File: src/design/measure_pkg.sv
`default_nettype none

package measure_pkg;

	////////////////////////////////////////////////////////////////////////////
	// datapath widths
	////////////////////////////////////////////////////////////////////////////

	// one threshold dac code
	localparam int DAC_CODE_W = 16;
	// period counter, cycles of wb_clk_i
	localparam int STB_CNT_W = 28;
	// register index from wb_adr_i[4:2]
	localparam int REG_IDX_W = 3;

	typedef logic [DAC_CODE_W-1:0] dac_code_t;
	typedef logic [STB_CNT_W-1:0]  stb_cnt_t;
	typedef logic [REG_IDX_W-1:0]  reg_idx_t;

	////////////////////////////////////////////////////////////////////////////
	// register map
	////////////////////////////////////////////////////////////////////////////

	// r: period[29:2] mux[1] rdy[0], w: mux[1] run[0]
	localparam reg_idx_t REG_STB = 3'd1;
	// r: dac2 rdy[1] dac1 rdy[0], w: code[15:0]
	localparam reg_idx_t REG_THRESHOLD = 3'd2;

	////////////////////////////////////////////////////////////////////////////
	// timing constants
	////////////////////////////////////////////////////////////////////////////

	// 8 zero bits then the code, msb first
	localparam int DAC_FRAME_W = 24;
	// wb_clk_i cycles per sclk half period
	localparam int DAC_CLK_DIV = 3;
	// sync high time before rdy returns
	localparam int DAC_WAIT_CYCLES = 3;
	// low samples needed before a rising edge is accepted
	localparam int ZERO_HOLD_CYCLES = 3;
	// code queue entries
	localparam int QUEUE_DEPTH = 4;

endpackage

`default_nettype wire

File: src/design/stb_gen.sv
`default_nettype none

module stb_gen #(
	parameter int CNT_W = 28
) (
	input  wire logic             wb_clk_i,
	input  wire logic             wb_rst_i,
	input  wire logic             cmp1_i,
	input  wire logic             cmp2_i,
	input  wire logic             sel_i,
	input  wire logic             run_i,
	output logic                  rdy_o,
	output logic                  stb_o,
	output logic [CNT_W-1:0]      period_o
);
	import measure_pkg::*;

	localparam int LOW_W = $clog2(ZERO_HOLD_CYCLES + 1);

	typedef enum logic [1:0] {
		ST_IDLE,
		ST_ARM,
		ST_MEASURE,
		ST_GEN
	} stb_state_t;

	stb_state_t       state;
	logic             sig_mux;
	logic [1:0]       sig_sync;
	logic [LOW_W-1:0] low_cnt;
	logic             rise;
	logic [CNT_W-1:0] meas_cnt;
	logic [CNT_W-1:0] phase;

	// channel select before the synchronizer
	assign sig_mux = sel_i ? cmp2_i : cmp1_i;

	// two-flop synchronizer
	always_ff @(posedge wb_clk_i or posedge wb_rst_i) begin
		if (wb_rst_i) begin
			sig_sync <= 2'b00;
		end else begin
			sig_sync <= {sig_sync[0], sig_mux};
		end
	end

	////////////////////////////////////////////////////////////////////////////
	// qualified rising edge
	////////////////////////////////////////////////////////////////////////////

	// consecutive low samples, saturating
	always_ff @(posedge wb_clk_i or posedge wb_rst_i) begin
		if (wb_rst_i) begin
			low_cnt <= '0;
		end else if (sig_sync[1]) begin
			low_cnt <= '0;
		end else if (low_cnt != LOW_W'(ZERO_HOLD_CYCLES)) begin
			low_cnt <= low_cnt + 1'b1;
		end
	end

	// high after enough lows, short glitches never get here
	assign rise = sig_sync[1] && (low_cnt == LOW_W'(ZERO_HOLD_CYCLES));

	////////////////////////////////////////////////////////////////////////////
	// measurement and strobe fsm
	////////////////////////////////////////////////////////////////////////////

	always_ff @(posedge wb_clk_i or posedge wb_rst_i) begin
		if (wb_rst_i) begin
			state    <= ST_IDLE;
			rdy_o    <= 1'b0;
			stb_o    <= 1'b0;
			period_o <= '0;
			meas_cnt <= '0;
			phase    <= '0;
		end else begin
			stb_o <= 1'b0;
			if (run_i) begin
				// restart, strobes stop until a new period is known
				state <= ST_ARM;
				rdy_o <= 1'b0;
			end else begin
				case (state)
					ST_IDLE: begin
						rdy_o <= 1'b0;
					end
					ST_ARM: begin
						// first edge starts the count
						if (rise) begin
							meas_cnt <= CNT_W'(1);
							state    <= ST_MEASURE;
						end
					end
					ST_MEASURE: begin
						if (rise) begin
							// second edge closes the period
							period_o <= meas_cnt;
							rdy_o    <= 1'b1;
							phase    <= CNT_W'(1);
							state    <= ST_GEN;
						end else begin
							meas_cnt <= meas_cnt + 1'b1;
						end
					end
					ST_GEN: begin
						// free-running phase, one strobe per period
						if (phase == period_o) begin
							stb_o <= 1'b1;
							phase <= CNT_W'(1);
						end else begin
							phase <= phase + 1'b1;
						end
					end
					default: begin
						state <= ST_IDLE;
					end
				endcase
			end
		end
	end

endmodule

`default_nettype wire

File: src/design/dac_code_queue.sv
`default_nettype none

module dac_code_queue #(
	parameter int DEPTH = 4
) (
	input  wire logic                   wb_clk_i,
	input  wire logic                   wb_rst_i,
	input  wire logic                   wr_i,
	input  wire measure_pkg::dac_code_t wdata_i,
	input  wire logic                   dac1_rdy_i,
	input  wire logic                   dac2_rdy_i,
	output logic                        full_o,
	output logic                        load_o,
	output measure_pkg::dac_code_t      code_o
);
	import measure_pkg::*;

	localparam int PTR_W = (DEPTH > 1) ? $clog2(DEPTH) : 1;
	localparam int CNT_W = $clog2(DEPTH + 1);

	dac_code_t  mem [DEPTH];
	logic [PTR_W-1:0] wr_ptr;
	logic [PTR_W-1:0] rd_ptr;
	logic [CNT_W-1:0] count;
	logic             push;
	logic             pop;

	assign full_o = (count == CNT_W'(DEPTH));
	assign push   = wr_i && !full_o;
	// both dacs idle so both get the same code at once
	assign pop    = (count != '0) && dac1_rdy_i && dac2_rdy_i;
	assign load_o = pop;
	// head entry, stable while load is high
	assign code_o = mem[rd_ptr];

	// storage
	always_ff @(posedge wb_clk_i) begin
		if (push) begin
			mem[wr_ptr] <= wdata_i;
		end
	end

	// pointers and fill level
	always_ff @(posedge wb_clk_i or posedge wb_rst_i) begin
		if (wb_rst_i) begin
			wr_ptr <= '0;
			rd_ptr <= '0;
			count  <= '0;
		end else begin
			if (push) begin
				wr_ptr <= (wr_ptr == PTR_W'(DEPTH - 1)) ? '0 : wr_ptr + 1'b1;
			end
			if (pop) begin
				rd_ptr <= (rd_ptr == PTR_W'(DEPTH - 1)) ? '0 : rd_ptr + 1'b1;
			end
			// simultaneous push and pop keep the level
			if (push && !pop) begin
				count <= count + 1'b1;
			end else if (pop && !push) begin
				count <= count - 1'b1;
			end
		end
	end

endmodule

`default_nettype wire

File: src/design/dac_spi_master.sv
`default_nettype none

module dac_spi_master #(
	parameter int CLK_DIV = 3
) (
	input  wire logic                   wb_clk_i,
	input  wire logic                   wb_rst_i,
	input  wire logic                   load_i,
	input  wire measure_pkg::dac_code_t code_i,
	output logic                        rdy_o,
	output logic                        sync_o,
	output logic                        sclk_o,
	output logic                        sdi_o
);
	import measure_pkg::*;

	localparam int DIV_W  = (CLK_DIV > 1) ? $clog2(CLK_DIV) : 1;
	localparam int BIT_W  = $clog2(DAC_FRAME_W + 1);
	localparam int WAIT_W = (DAC_WAIT_CYCLES > 1) ? $clog2(DAC_WAIT_CYCLES) : 1;

	typedef enum logic [1:0] {
		ST_IDLE,
		ST_SHIFT,
		ST_WAIT
	} spi_state_t;

	spi_state_t             state;
	logic [DIV_W-1:0]       div_cnt;
	logic                   tick;
	logic [BIT_W-1:0]       bit_cnt;
	logic [WAIT_W-1:0]      wait_cnt;
	logic [DAC_FRAME_W-1:0] shreg;

	// one sclk half period elapsed
	assign tick = (div_cnt == DIV_W'(CLK_DIV - 1));

	// frame shift register
	always_ff @(posedge wb_clk_i) begin
		if (state == ST_IDLE && load_i) begin
			// zero pad on top of the code
			shreg <= {{(DAC_FRAME_W - DAC_CODE_W){1'b0}}, code_i};
		end else if (state == ST_SHIFT && tick && !sclk_o) begin
			shreg <= {shreg[DAC_FRAME_W-2:0], 1'b0};
		end
	end

	always_ff @(posedge wb_clk_i or posedge wb_rst_i) begin
		if (wb_rst_i) begin
			state    <= ST_IDLE;
			div_cnt  <= '0;
			bit_cnt  <= '0;
			wait_cnt <= '0;
			rdy_o    <= 1'b1;
			sync_o   <= 1'b1;
			sclk_o   <= 1'b0;
			sdi_o    <= 1'b0;
		end else begin
			case (state)
				ST_IDLE: begin
					if (load_i) begin
						// sync falls, sclk stays low for a half period
						state   <= ST_SHIFT;
						rdy_o   <= 1'b0;
						sync_o  <= 1'b0;
						div_cnt <= '0;
						bit_cnt <= '0;
					end
				end
				ST_SHIFT: begin
					div_cnt <= tick ? '0 : div_cnt + 1'b1;
					if (tick) begin
						if (sclk_o) begin
							// falling edge, dac samples sdi here
							sclk_o <= 1'b0;
						end else if (bit_cnt == BIT_W'(DAC_FRAME_W)) begin
							// all bits out, close the frame
							sync_o   <= 1'b1;
							sdi_o    <= 1'b0;
							wait_cnt <= '0;
							state    <= ST_WAIT;
						end else begin
							// rising edge with the next bit, msb first
							sclk_o  <= 1'b1;
							sdi_o   <= shreg[DAC_FRAME_W-1];
							bit_cnt <= bit_cnt + 1'b1;
						end
					end
				end
				ST_WAIT: begin
					// sync held high before the next frame
					if (wait_cnt == WAIT_W'(DAC_WAIT_CYCLES - 1)) begin
						rdy_o <= 1'b1;
						state <= ST_IDLE;
					end else begin
						wait_cnt <= wait_cnt + 1'b1;
					end
				end
				default: begin
					state <= ST_IDLE;
				end
			endcase
		end
	end

endmodule

`default_nettype wire

File: src/design/measure_regs.sv
`default_nettype none

module measure_regs (
	input  wire logic                  wb_clk_i,
	input  wire logic                  wb_rst_i,
	input  wire logic [31:0]           wb_dat_i,
	input  wire logic [31:0]           wb_adr_i,
	input  wire logic                  wb_we_i,
	input  wire logic [3:0]            wb_sel_i,
	input  wire logic                  wb_cyc_i,
	input  wire logic                  wb_stb_i,
	input  wire logic                  queue_full_i,
	input  wire logic                  dac1_rdy_i,
	input  wire logic                  dac2_rdy_i,
	input  wire logic                  stb_rdy_i,
	input  wire measure_pkg::stb_cnt_t stb_period_i,
	output logic [31:0]                wb_dat_o,
	output logic                       wb_ack_o,
	output logic                       stb_run_o,
	output logic                       stb_sel_o,
	output logic                       code_wr_o,
	output measure_pkg::dac_code_t     code_wdata_o
);
	import measure_pkg::*;

	reg_idx_t    reg_idx;
	logic        bus_req;
	logic        thr_stall;
	logic        accept;
	logic [31:0] cur_val;
	logic [31:0] w_data;
	logic [31:0] rd_data;

	////////////////////////////////////////////////////////////////////////////
	// request decode
	////////////////////////////////////////////////////////////////////////////

	assign reg_idx = wb_adr_i[4:2];
	// new request only while ack is low
	assign bus_req = wb_cyc_i && wb_stb_i && !wb_ack_o;
	// threshold write into a full queue waits for room
	assign thr_stall = wb_we_i && (reg_idx == REG_THRESHOLD) && queue_full_i;
	assign accept = bus_req && !thr_stall;

	// current value per register, source for unselected lanes
	always_comb begin
		case (reg_idx)
			REG_STB: begin
				// run is a pulse, reads back as 0
				cur_val = {30'd0, stb_sel_o, 1'b0};
			end
			REG_THRESHOLD: begin
				cur_val = {{(32 - DAC_CODE_W){1'b0}}, code_wdata_o};
			end
			default: begin
				cur_val = '0;
			end
		endcase
	end

	// byte lane merge
	always_comb begin
		for (int i = 0; i < 4; i++) begin
			w_data[8*i +: 8] = wb_sel_i[i] ? wb_dat_i[8*i +: 8] : cur_val[8*i +: 8];
		end
	end

	// read mux
	always_comb begin
		case (reg_idx)
			REG_STB: begin
				rd_data = {{(30 - STB_CNT_W){1'b0}}, stb_period_i, stb_sel_o, stb_rdy_i};
			end
			REG_THRESHOLD: begin
				rd_data = {30'd0, dac2_rdy_i, dac1_rdy_i};
			end
			default: begin
				rd_data = '0;
			end
		endcase
	end

	////////////////////////////////////////////////////////////////////////////
	// registers, ack and pulses
	////////////////////////////////////////////////////////////////////////////

	always_ff @(posedge wb_clk_i or posedge wb_rst_i) begin
		if (wb_rst_i) begin
			wb_ack_o     <= 1'b0;
			stb_run_o    <= 1'b0;
			stb_sel_o    <= 1'b0;
			code_wr_o    <= 1'b0;
			code_wdata_o <= '0;
		end else begin
			// single cycle ack and pulses
			wb_ack_o  <= accept;
			stb_run_o <= 1'b0;
			code_wr_o <= 1'b0;
			if (accept && wb_we_i) begin
				case (reg_idx)
					REG_STB: begin
						stb_run_o <= w_data[0];
						stb_sel_o <= w_data[1];
					end
					REG_THRESHOLD: begin
						// push into the code queue
						code_wdata_o <= w_data[DAC_CODE_W-1:0];
						code_wr_o    <= 1'b1;
					end
					default: begin
						stb_run_o <= 1'b0;
					end
				endcase
			end
		end
	end

	// read data, valid with ack
	always_ff @(posedge wb_clk_i) begin
		if (accept && !wb_we_i) begin
			wb_dat_o <= rd_data;
		end
	end

endmodule

`default_nettype wire

File: src/design/measure_unit.sv
`default_nettype none

module measure_unit (
	input  wire logic        wb_clk_i,
	input  wire logic        wb_rst_i,
	input  wire logic [31:0] wb_dat_i,
	input  wire logic [31:0] wb_adr_i,
	input  wire logic        wb_we_i,
	input  wire logic [3:0]  wb_sel_i,
	input  wire logic        wb_cyc_i,
	input  wire logic        wb_stb_i,
	output logic [31:0]      wb_dat_o,
	output logic             wb_ack_o,
	input  wire logic        cmp1_out_i,
	input  wire logic        cmp2_out_i,
	output logic             dac1_sync_o,
	output logic             dac1_sclk_o,
	output logic             dac1_sdi_o,
	output logic             dac2_sync_o,
	output logic             dac2_sclk_o,
	output logic             dac2_sdi_o,
	output logic             delay1_stb_o,
	output logic             delay2_stb_o
);
	import measure_pkg::*;

	logic      stb_run;
	logic      stb_sel;
	logic      stb_rdy;
	logic      stb;
	stb_cnt_t  stb_period;
	logic      code_wr;
	dac_code_t code_wdata;
	logic      queue_full;
	logic      dac_load;
	dac_code_t dac_code;
	logic      dac1_rdy;
	logic      dac2_rdy;

	// same strobe to both delay lines
	assign delay1_stb_o = stb;
	assign delay2_stb_o = stb;

	////////////////////////////////////////////////////////////////////////////
	// bus side
	////////////////////////////////////////////////////////////////////////////

	measure_regs i_regs (
		.wb_clk_i     (wb_clk_i),
		.wb_rst_i     (wb_rst_i),
		.wb_dat_i     (wb_dat_i),
		.wb_adr_i     (wb_adr_i),
		.wb_we_i      (wb_we_i),
		.wb_sel_i     (wb_sel_i),
		.wb_cyc_i     (wb_cyc_i),
		.wb_stb_i     (wb_stb_i),
		.queue_full_i (queue_full),
		.dac1_rdy_i   (dac1_rdy),
		.dac2_rdy_i   (dac2_rdy),
		.stb_rdy_i    (stb_rdy),
		.stb_period_i (stb_period),
		.wb_dat_o     (wb_dat_o),
		.wb_ack_o     (wb_ack_o),
		.stb_run_o    (stb_run),
		.stb_sel_o    (stb_sel),
		.code_wr_o    (code_wr),
		.code_wdata_o (code_wdata)
	);

	// comparator period and strobes
	stb_gen #(
		.CNT_W (STB_CNT_W)
	) i_stb_gen (
		.wb_clk_i (wb_clk_i),
		.wb_rst_i (wb_rst_i),
		.cmp1_i   (cmp1_out_i),
		.cmp2_i   (cmp2_out_i),
		.sel_i    (stb_sel),
		.run_i    (stb_run),
		.rdy_o    (stb_rdy),
		.stb_o    (stb),
		.period_o (stb_period)
	);

	////////////////////////////////////////////////////////////////////////////
	// threshold path to the dacs
	////////////////////////////////////////////////////////////////////////////

	dac_code_queue #(
		.DEPTH (QUEUE_DEPTH)
	) i_queue (
		.wb_clk_i   (wb_clk_i),
		.wb_rst_i   (wb_rst_i),
		.wr_i       (code_wr),
		.wdata_i    (code_wdata),
		.dac1_rdy_i (dac1_rdy),
		.dac2_rdy_i (dac2_rdy),
		.full_o     (queue_full),
		.load_o     (dac_load),
		.code_o     (dac_code)
	);

	dac_spi_master #(
		.CLK_DIV (DAC_CLK_DIV)
	) i_dac1_spi (
		.wb_clk_i (wb_clk_i),
		.wb_rst_i (wb_rst_i),
		.load_i   (dac_load),
		.code_i   (dac_code),
		.rdy_o    (dac1_rdy),
		.sync_o   (dac1_sync_o),
		.sclk_o   (dac1_sclk_o),
		.sdi_o    (dac1_sdi_o)
	);

	dac_spi_master #(
		.CLK_DIV (DAC_CLK_DIV)
	) i_dac2_spi (
		.wb_clk_i (wb_clk_i),
		.wb_rst_i (wb_rst_i),
		.load_i   (dac_load),
		.code_i   (dac_code),
		.rdy_o    (dac2_rdy),
		.sync_o   (dac2_sync_o),
		.sclk_o   (dac2_sclk_o),
		.sdi_o    (dac2_sdi_o)
	);

endmodule

`default_nettype wire

File: config.mk
export PLATFORM = sky130hd
export DESIGN_NAME = measure_unit
export DESIGN_NICKNAME = d
export VERILOG_FILES = /design/src/design/measure_pkg.sv /design/src/design/stb_gen.sv /design/src/design/dac_code_queue.sv /design/src/design/dac_spi_master.sv /design/src/design/measure_regs.sv /design/src/design/measure_unit.sv
export SDC_FILE = /design/constraint.sdc
export NUM_CORES = 1
export LEC_CHECK = 0
export BUFFER_PORTS_ARGS = -buffer_cell sky130_fd_sc_hd__buf_2
export CAP_MARGIN = 20
export CORE_ASPECT_RATIO = 1.75
export CORE_MARGIN = 2
export CORE_UTILIZATION = 54
export CTS_CLUSTER_SIZE = 20
export DETAILED_ROUTE_END_ITERATION = 12
export HOLD_SLACK_MARGIN = 0.1
export PLACE_DENSITY = 0.75
export SKIP_CTS_REPAIR_TIMING = 1
export SLEW_MARGIN = 40
export SYNTH_ARGS = -nofsm -noshare
export SYNTH_HDL_FRONTEND = slang
export SYNTH_HIERARCHICAL = 1
export SYNTH_SLANG_ARGS = --single-unit
File: constraint.sdc
create_clock -name wb_clk_i -period 2.9 [get_ports wb_clk_i]
set_input_delay 0.435 -clock wb_clk_i [delete_from_list [all_inputs] [get_ports wb_clk_i]]
set_output_delay 0.435 -clock wb_clk_i [all_outputs]
set_load 0.005 [all_outputs]
Word level (Yosys, flattened, before mapping)
Memories as Yosys holds them, arrays and structs flattened.
Cells that the tools add are included.
{"block": "word_totals", "output_inout_bits": 41, "word_cells": 258, "ramBits": 64, "reg_bits": 229, "n_memories": 1}
{"name": "i_queue.mem", "words": 4, "word_bits": 16, "rd": 1, "rd_ports_with_merged_regs": 0, "wr": 1, "line": "dac_code_queue.sv:21", "source": "dac_code_t mem [DEPTH];"}
{"block": "classes", "n_reduce_logical": 70, "eq_ne": 42, "add_sub_neg": 13, "n_mux": 90, "n_bitwise": 3}
{"operator": "$pmux 28 s2", "n": 2}
{"operator": "$mux 28", "n": 3}
{"operator": "$mux 16", "n": 5}
{"operator": "$pmux 30 s2", "n": 1}
{"operator": "$add 28x1->28 const B", "n": 2}
{"operator": "$mux 2", "n": 27}
{"operator": "$reduce_and 5->1", "n": 8}
{"operator": "$mux 5", "n": 7}
{"operator": "$eq 28x28->1", "n": 1}
{"operator": "$mux 1", "n": 27}
{"operator": "$reduce_and 3->1", "n": 9}
{"operator": "$ne 2x2->1 const B", "n": 13}
{"operator": "$reduce_bool 2->1", "n": 12}
{"operator": "$eq 2x2->1 const B", "n": 11}
{"operator": "$pmux 2 s2", "n": 5}
{"operator": "$pmux 5 s2", "n": 2}
{"operator": "$logic_and 1x1->1", "n": 19}
{"operator": "$mux 8", "n": 2}
{"operator": "$add 2x1->2 const B", "n": 7}
{"operator": "$ne 2x1->1 const B", "n": 7}
{"operator": "$reduce_and 2->1", "n": 7}
{"operator": "$pmux 2 s3", "n": 2}
{"operator": "$add 5x1->5 const B", "n": 2}
{"operator": "$eq 5x5->1 const B", "n": 2}
{"operator": "other kinds (14)", "n": 35}

Depth between registers and ports, before layout
Gate-level depths: netlist of the first run.
{"block": "depth", "ltp_word": 7, "depth_mapped": 9, "ltp_nobuf": 8}

By module
Netlist of the first run, hierarchy kept.
{"module": "stb_gen", "seq_area_each_um2": 2302.2, "n_inst": 1, "area_per_inst_um2": 4529.3, "cells_each": 413}
{"module": "dac_spi_master", "seq_area_each_um2": 1018.5, "n_inst": 2, "area_per_inst_um2": 1702.9, "cells_each": 166}
{"module": "dac_code_queue", "seq_area_each_um2": 2097.0, "n_inst": 1, "area_per_inst_um2": 2785.2, "cells_each": 122}
{"module": "measure_regs", "seq_area_each_um2": 1401.3, "n_inst": 1, "area_per_inst_um2": 2000.7, "cells_each": 129}
{"module": "measure_unit", "seq_area_each_um2": 0.0, "n_inst": 1, "area_per_inst_um2": 7.5, "cells_each": 1}

Worst setup path before layout of the first run
Ideal clock, no wire load.
{"block": "synth_timing", "path_type": "in2reg", "startpoint": "input port wb_we_i", "endpoint": "register i_regs.wb_dat_o[0], enable pin", "path_stages": 2, "setup_time_ps": 417, "arrival_time_ps": 1900, "setup_slack_ps": 583, "cell_sequence": "clkbuf_1 > nor2_1"}
{"block": "synth_via", "elab_chain_len": 5, "elab_cells_between_ends": 6, "classes_between": "reduce/logical: 6"}
{"item": "start: declaration", "line": "measure_unit.sv:8", "source": "input wire logic wb_we_i,"}
{"item": "$logic_and 1x1->1 (2 in a row)", "line": "measure_regs.sv:42", "source": "assign thr_stall = wb_we_i && (reg_idx == REG_THRESHOLD) && queue_full_i;"}
{"item": "$logic_not 1->1", "line": "measure_regs.sv:43", "source": "assign accept = bus_req && !thr_stall;"}
{"item": "$logic_and 1x1->1", "line": "measure_regs.sv:43"}
{"item": "$logic_and 1x1->1 (*)", "line": "measure_regs.sv:120", "source": "if (accept && !wb_we_i) begin"}
{"item": "end signal: assignment", "line": "measure_regs.sv:121", "source": "wb_dat_o <= rd_data;"}
{"item": "end: declaration", "line": "measure_regs.sv:17", "source": "output logic [31:0] wb_dat_o,"}
Every way passes the cells marked *; elsewhere a longest branch is shown, timed or not.
A chain may end at the register's enable or synchronous reset.

Worst setup path in the final report of the first run
{"block": "layout_timing", "startpoint": "register i_stb_gen.low_cnt[0]", "endpoint": "register i_stb_gen.phase[14]"}
{"block": "layout_via", "elab_chain_len": 4}
{"item": "start: declaration", "line": "stb_gen.sv:30", "source": "logic [LOW_W-1:0] low_cnt;"}
{"item": "start signal: assignment", "line": "stb_gen.sv:58", "source": "low_cnt <= low_cnt + 1'b1;"}
{"item": "$eq 2x2->1", "line": "stb_gen.sv:63", "source": "assign rise = sig_sync[1] && (low_cnt == LOW_W'(ZERO_HOLD_CYCLES));"}
{"item": "$logic_and 1x1->1", "line": "stb_gen.sv:63"}
{"item": "$ne 2x1->1 (no source line)"}
{"item": "$reduce_and 3->1 (no source line)"}
{"item": "end signal: assignment", "line": "stb_gen.sv:112", "source": "phase <= phase + 1'b1;"}
{"item": "end: declaration", "line": "stb_gen.sv:33", "source": "logic [CNT_W-1:0] phase;"}
No other way between the ends.

==> metrics.md, run 1 <==
| Metric | Value |
|---|---|
| Slowest CP cell | `nor3_4` |
| Synth cell types | `70` |
| Critical path capture point type | `register` |
| Sequential area share after synthesis | `61.6%` |
| Post-Synthesis Cells | `997` |
| Die Wd | `120 um` |
| Tcrit/Tclk final | `78.6%` |
| Vias in the first global route | `7967` |
| CTS root buf | `clkbuf_16` |
| Measured slew at the worst slew-check pin | `0.650 ns` |
| Initial antenna violation count | `3` |
| Top_reg_cell synth | `dfrtp_1` |
| Synth warnings | `6` |
| CTS max path bufs | `3` |
| HP Class | `in2reg` |
| Gr ovfl total | `0` |
| Post-synth top area share | `29.7%` |
| Via count | `7815` |
| Overall power | `8.95 mW` |
| Largest net degree at the start of global routing | `93` |
| Crit Path Max Fanout | `10` |
| Leak Pwr | `6.02 nW` |
| Slew Viols, Final | `0` |
| Post-Synthesis Cell Area | `12700 um2` |
| Count of final setup violators | `0` |
| Clock transition at path regs | `0.07 ns` |
| WL final | `26400 um` |
| Global-route usage over all layers | `21.7%` |
| Number of CTS-inserted buffers | `26` |
| Crit path required time | `3.32 ns` |
| Final TNS setup | `0 ns` |
| Top cells by area, synth | `edfxtp_1 (30%), dfrtp_1 (29%), mux2_2 (4.2%)` |
| Layout cells sized above 1 | `20.3%` |
| First-pass GRT wire length | `42600 um` |
| IO Count | `116` |
| Number of synthesized flops with an enable pin | `126` |
| Rows | `74` |
| Core Box Area | `23200 um2` |
| Antenna viol nets, final | `0` |
| Initial Util | `54.8%` |
| CP top delay family | `simple AND/OR/NAND/NOR gates` |
| Slew HR | `56.3%` |
| # H-tree levels | `1` |
| Via/cell ratio | `5.59` |
| Status | `finished clean` |
| Startpoint Class | `register` |
| Clock skew | `0.0143 ns` |
| Fraction of registers with async set or reset after synthesis | `51.2%` |
| Avg Cell Area, Syn | `12.8 um2` |
| Synth-to-Final Area Change | `12.0%` |
| Layout fillers | `1792` |
| Fmax achieved | `439 MHz` |
| Min Tclk post-route | `2.28 ns` |
| PD cells | `628 nW/um2` |
| Slowest stage delay, CP | `0.47 ns` |
| Most frequent cells in the layout | `dfrtp_1 (144), nand2_1 (128), edfxtp_1 (126)` |
| Max_cap viols | `0` |
| Post-Place Cells | `1346` |
| Die Height | `207 um` |
| Cell Chain, Critical Path | `ha_1, a21oi_1, nand2b_1, nor3_4, nand3_1, xor2_1, nor2_1` |
| Avg WL per Cell | `18.9 um` |
| Buf/Inv on CP | `0` |
| Reg2Reg Setup Slack | `0.62 ns` |
| Synth area leader | `edfxtp_1` |
| Clk sinks | `291` |
| Crit path arrival time | `2.70 ns` |
| Critical path class | `reg2reg` |
| 1st-iter DRT viols | `463` |
| Finished Layout Cells | `1397` |
| Commonest non-fill, non-tap cell in the layout | `dfrtp_1` |
| Nets | `1162` |
| Seq cells post-synth | `291` |
| Die Area | `24900 um2` |
| Dpl hpwl | `18200 um` |
| Clk_lat worst skew | `0.55 ns` |
| Max IR drop VDD | `781 uV` |
| Pre-Repair DR Iteration Count | `7` |
| IO buf count | `66` |
| RD Place Congestion | `0.874` |
| CTS tree | `built` |
| Final Hold Fails | `0` |
| DRC viols | `0` |
| RSZ-0062 raised after global routing | `no` |
registers in the layout, summed over array words and instances, names as in the netlist, 3 cells and up:
register / count
i_regs/code_wdata_o: 16
i_stb_gen/meas_cnt: 28
i_stb_gen/phase: 28
i_queue/mem: 64
i_queue/count: 3
i_dac2_spi/bit_cnt: 5
i_dac1_spi/bit_cnt: 5
i_regs/wb_dat_o: 30
i_stb_gen/period_o: 28
i_dac2_spi/shreg: 24
i_dac1_spi/shreg: 24
area by class of cell:
class | instances | area, um2 | area share [%]
Sequential cell | 291 | 7840 | 55.0
Multi-Input combinational cell | 647 | 4610 | 32.4
Clock buffer | 30 | 676 | 4.74
Timing Repair Buffer | 84 | 480 | 3.37
Tap cell | 304 | 380 | 2.67
Clock inverter | 18 | 185 | 1.30
Inverter | 21 | 80.1 | 0.562
Antenna cell | 2 | 5.00 | 0.0351
layer usage:
layer	global-route usage, %	vias up	part of all wire (%)
li1	-	3657	-
met1	25.8	3936	38
met2	39.2	172	54
met3	3.28	48	4.2
met4	8.07	2	3.2
met5	0	-	0.030
logic make-up (layout without fill, tap and decap cells):
kind of cell               count (synthesis)  in the layout  synth area share, %
and+or+nand+nor                          394            394                 16.2
DFF                                      291            291                 61.6
muxes                                     87             87                 9.07
xor gates and xnor gates                  81             81                 5.57
AOI/OAI and AO/OA                         67             67                 3.70
buffers and inverters                     60            153                 2.27
adders and majority gates                 16             16                 1.63
other                                      1              4               0.0295
power by group:
group	total, mW	internal [mW]	switching, mW	leakage (nW)
registers	4.66	4.47	0.197	3.17
clock network	3.48	1.95	1.53	0.421
logic	0.804	0.327	0.477	2.42
Yosys cell counts, drive strengths merged (12+ instances only):
| library cell | instances |
|---|---|
| a21oi | 15 |
| and2 | 43 |
| buf | 26 |
| clkbuf | 13 |
| dfrtp | 145 |
| dfxtp | 16 |
| edfxtp | 126 |
| ha | 15 |
| inv | 21 |
| mux2 | 51 |
| mux2i | 20 |
| mux4 | 16 |
| nand2 | 128 |
| nand2b | 12 |
| nand3 | 39 |
| nand4 | 19 |
| nor2 | 93 |
| xnor2 | 37 |
| xor2 | 44 |
final timing paths:
path / endpoint / cells past startpoint / from
worst max-delay path: i_stb_gen/phase[14] / 7 / i_stb_gen/low_cnt[0]
worst min-delay path: i_regs/code_wdata_o[9] / 2 / wb_dat_i[9]
worst max register to register: i_stb_gen/phase[14] / 7 / i_stb_gen/low_cnt[0]
worst min register to register: i_stb_gen/sig_sync[1] / 0 / i_stb_gen/sig_sync[0]
max in group asynchronous: i_dac1_spi/bit_cnt[1] / 3 / wb_rst_i
min in group asynchronous: i_queue/wr_ptr[1] / 3 / wb_rst_i
metrics by stage:
| stage | worst slack [ns] | utilization [%] | area (um2) | hold WS (ns) |
|---|---|---|---|---|
| floorplan | 0.0730 | - | 12700 | 0.238 |
| global placement | 0.674 | 57.6 | 13400 | 0.343 |
| detailed placement | 0.648 | 57.6 | 13400 | 0.344 |
| CTS | 0.620 | 61.3 | 14200 | -0.112 |
| global route | 0.414 | 61.3 | 14300 | 0.105 |
| finish | 0.621 | 61.4 | 14300 | 0.120 |
(Power assumes the default switching activity.)
==> inputs of run 2 (changes only) <==
--- a/config.mk
+++ b/config.mk
@@ -5,15 +5,16 @@
 export SDC_FILE = /design/constraint.sdc
 export NUM_CORES = 1
 export LEC_CHECK = 0
+export ABC_AREA = 1
 export BUFFER_PORTS_ARGS = -buffer_cell sky130_fd_sc_hd__buf_2
 export CAP_MARGIN = 20
 export CORE_ASPECT_RATIO = 1.75
 export CORE_MARGIN = 2
-export CORE_UTILIZATION = 54
+export CORE_UTILIZATION = 55
 export CTS_CLUSTER_SIZE = 20
 export DETAILED_ROUTE_END_ITERATION = 12
 export HOLD_SLACK_MARGIN = 0.1
-export PLACE_DENSITY = 0.75
+export PLACE_DENSITY = 0.76
 export SKIP_CTS_REPAIR_TIMING = 1
 export SLEW_MARGIN = 40
 export SYNTH_ARGS = -nofsm -noshare
==> constraint.sdc (replaced) <==
create_clock -name wb_clk_i -period 2 [get_ports wb_clk_i]
set_input_delay 0.3 -clock wb_clk_i [delete_from_list [all_inputs] [get_ports wb_clk_i]]
set_output_delay 0.3 -clock wb_clk_i [all_outputs]
set_load 0.005 [all_outputs]
==> run 2 against run 1 <==
Register-to-register slack got worse by 0.49 ns; synthesized cell count up 56%; final area increased by 16%; count of clock-buffer cells in the layout grew 5; synthesized area rose by 15%; combinational power rose by 100%; hold slack worse by 0.021 ns; critical path depth grew 2; global-route usage up 3.1 points; non-clock buffer count rose by 46; maximum frequency up 22%; core utilization grew 1.4 points; largest cell class unchanged; largest power group unchanged.
==> metrics.md, run 2 <==
| Metric | Value |
|---|---|
| Status | `finished clean` |
| First-pass GRT wire length | `54400 um` |
| Gr ovfl total | `0` |
| Largest Register | `i_queue/mem` |
| Top cells by area, synth | `edfxtp_1 (26%), dfrtp_1 (25%), nand2_1 (8.5%)` |
| Most common cell in the netlist | `nand2_1` |
| Post-synthesis compound-gate area fraction | `7.79%` |
| IO buf count | `66` |
| Measured slew at the worst slew-check pin | `0.625 ns` |
| Synth cell types | `55` |
| Largest net degree at the start of global routing | `33` |
| Number of synthesized flops with an enable pin | `126` |
| Crit path arrival time | `2.29 ns` |
| CTS tree | `built` |
| Max IR drop VDD | `839 uV` |
| PD cells | `804 nW/um2` |
| Clock transition at path regs | `0.07 ns` |
| Met1 Use GR | `26.3%` |
| Crit Path Max Fanout | `7` |
| WL final | `34400 um` |
| Reg area | `7840 um2` |
| Top Registers | `i_queue/mem: 64 flops, i_regs/wb_dat_o: 30 flops` |
| Seq cells post-synth | `291` |
| Fmax achieved | `534 MHz` |
| Fraction of registers with async set or reset after synthesis | `51.2%` |
| Critical path class | `reg2reg` |
| Core Box Area | `26400 um2` |
| RD Place Congestion | `0.886` |
| Tcrit/Tclk final | `93.6%` |
| Flip-flop count of the largest register after layout | `64` |
| Initial antenna violation count | `0` |
| RSZ-0062 raised after global routing | `no` |
| Finished Cell Area | `16600 um2` |
| HP Class | `in2reg` |
| Die Wd | `128 um` |
| Adder-Cell Fraction of Synth Area | `1.41%` |
| Largest family of logic cells by synthesized area | `simple AND/OR/NAND/NOR gates` |
| CTS root buf | `clkbuf_16` |
| Global-route usage over all layers | `24.8%` |
| Via count | `10800` |
| Met3 Usage GRT | `3.05%` |
| 1st-iter DRT viols | `634` |
| Count of final setup violators | `0` |
| Clock skew | `0.00974 ns` |
| Die Height | `220 um` |
| Die Area | `28100 um2` |
| Overall power | `13.3 mW` |
| Rows | `79` |
| # H-tree levels | `1` |
| IO Count | `116` |
| Clk_lat worst skew | `0.55 ns` |
| Mux cell area share after synthesis | `3.01%` |
| Avg Cell Area, Syn | `9.45 um2` |
| Min Tclk post-route | `1.87 ns` |
| Pre-Repair DR Iteration Count | `5` |
| Post-synth top area share | `25.8%` |
| DRC viols | `0` |
| Simple-gate share of the synthesized area | `23.8%` |
| Post-Synth XOR/XNOR Area | `2.27%` |
| Slowest CP cell | `fa_1` |
| Slew HR | `58.2%` |
| Dpl cell area | `15500 um2` |
| Final Hold Fails | `0` |
| Crit path top cell by count | `inv_2` |
| GRT Max-Usage Layer | `met2` |
| Ant. Diodes | `0` |
| Dpl hpwl | `24900 um` |
| Avg WL per Cell | `17.1 um` |
| Post-Synthesis Cells | `1554` |
| Via/cell ratio | `5.39` |
| Synth warnings | `6` |
| Leak Pwr | `7.10 nW` |
| Synth-to-Final Area Change | `12.8%` |
| Number of CTS-inserted buffers | `26` |
| Antenna viol nets, final | `0` |
| Critical path capture point type | `register` |
| Final TNS setup | `0 ns` |
| Crit path required time | `2.42 ns` |
| Cell Chain, Critical Path | `inv_2, nand3_1, nand2_2, inv_2, ha_1, inv_1, fa_1, nand2_1, o21ai_0` |
| Top_reg_cell synth | `dfrtp_1` |
| Vias in the first global route | `10800` |
| Layout fillers | `2063` |
| Commonest cells post-synth | `nand2_1 (334), inv_1 (199), nor2_1 (169)` |
| Startpoint Class | `register` |
| Multi-input gate area | `5660 um2` |
| Slew Viols, Final | `0` |
| Clk sinks | `291` |
| Commonest non-fill, non-tap cell in the layout | `nand2_1` |
| Post-Synthesis Cell Area | `14700 um2` |
| Max_cap viols | `0` |
| Slowest stage delay, CP | `0.41 ns` |
| Synth area leader | `edfxtp_1` |
| Initial Util | `55.7%` |
| Met2 Usage GRT | `47.0%` |
| Sequential area share after synthesis | `53.3%` |
| Layout cells sized above 1 | `20.7%` |
| Most frequent cells in the layout | `nand2_1 (334), inv_1 (197), nor2_1 (168)` |
| CTS max path bufs | `3` |
| Nets | `1758` |
[run 2: cell types whose count changed after synthesis, sizes merged, moves of 20 or more]
cell and delta:
o211ai +31, inv +195, xor2 -37, nor2 +114, and2 -41, o21ai +77
nand4 +26, nand3 +40, a21oi +26, mux2i -20, nand2 +250
[run 2: worst max-delay path, delay by kind of cell, from the launching register on]
kind                     cells  cell delay [ns]
buffers and inverters        3             0.21
adder cells (fa/ha/maj)      2             0.60
flip-flops                   1             0.40
AO/OA/AOI/OAI                1             0.09
AND/OR/NAND/NOR              3             0.45
[run 2: kinds of logic after synthesis]
family,after synthesis
simple gates,743
flops,291
buf+inv,263
compound gates,170
xor+xnor,38
mux,32
fa+ha+maj,16
other cells,1
[run 2: worst paths after layout]
path / startpoint / end / slack, ns / cells after the start
hold / removal: wb_dat_i[0] / i_regs/code_wdata_o[0] / 0.1 / 3
min in group asynchronous: wb_rst_i / i_queue/count[0] / 0.33 / 3
hold reg to reg: i_stb_gen/sig_sync[0] / i_stb_gen/sig_sync[1] / 0.35 / 0
setup reg to reg: i_queue/count[1] / i_queue/count[1] / 0.13 / 9
setup / recovery: i_queue/count[1] / i_queue/count[1] / 0.13 / 9
max in group asynchronous: wb_rst_i / i_stb_gen/phase[20] / 1.00 / 4
[run 2: area by class of cell]
cell class	count	share of cell area, %
Clock inverter	13	0.642
Tap cell	324	2.45
Timing Repair Buffer	130	5.83
Inverter	217	5.04
Sequential cell	291	47.3
Clock buffer	35	4.57
Multi-Input combinational cell	1001	34.2
[run 2: per-layer routing]
layer  up-vias  share of wire, %  wire [um]
li1       5274                 -          -
met3        95               4.1       1400
met4         0               5.6       1940
met5         -                 0          0
met1      5182                36      12400
met2       286                54      18700
[run 2: report_power, final]
group | switching (mW) | internal, mW
combinational | 1.08 | 0.534
sequential | 0.210 | 6.45
clock | 2.24 | 2.80
[run 2: per-stage QoR]
stage | util, % | worst slack [ns] | cells | hold slack [ns]
2_1_floorplan | - | 0.0209 | 1555 | 0.103
3_3_place_gp | 58.7 | 0.0922 | 1943 | 0.336
3_5_place_dp | 58.7 | 0.0382 | 1943 | 0.343
4_1_cts | 62.0 | 0.0122 | 1991 | -0.233
5_1_grt | 62.8 | 0.0127 | 2011 | 0.133
6_report | 62.8 | 0.129 | 2011 | 0.0987
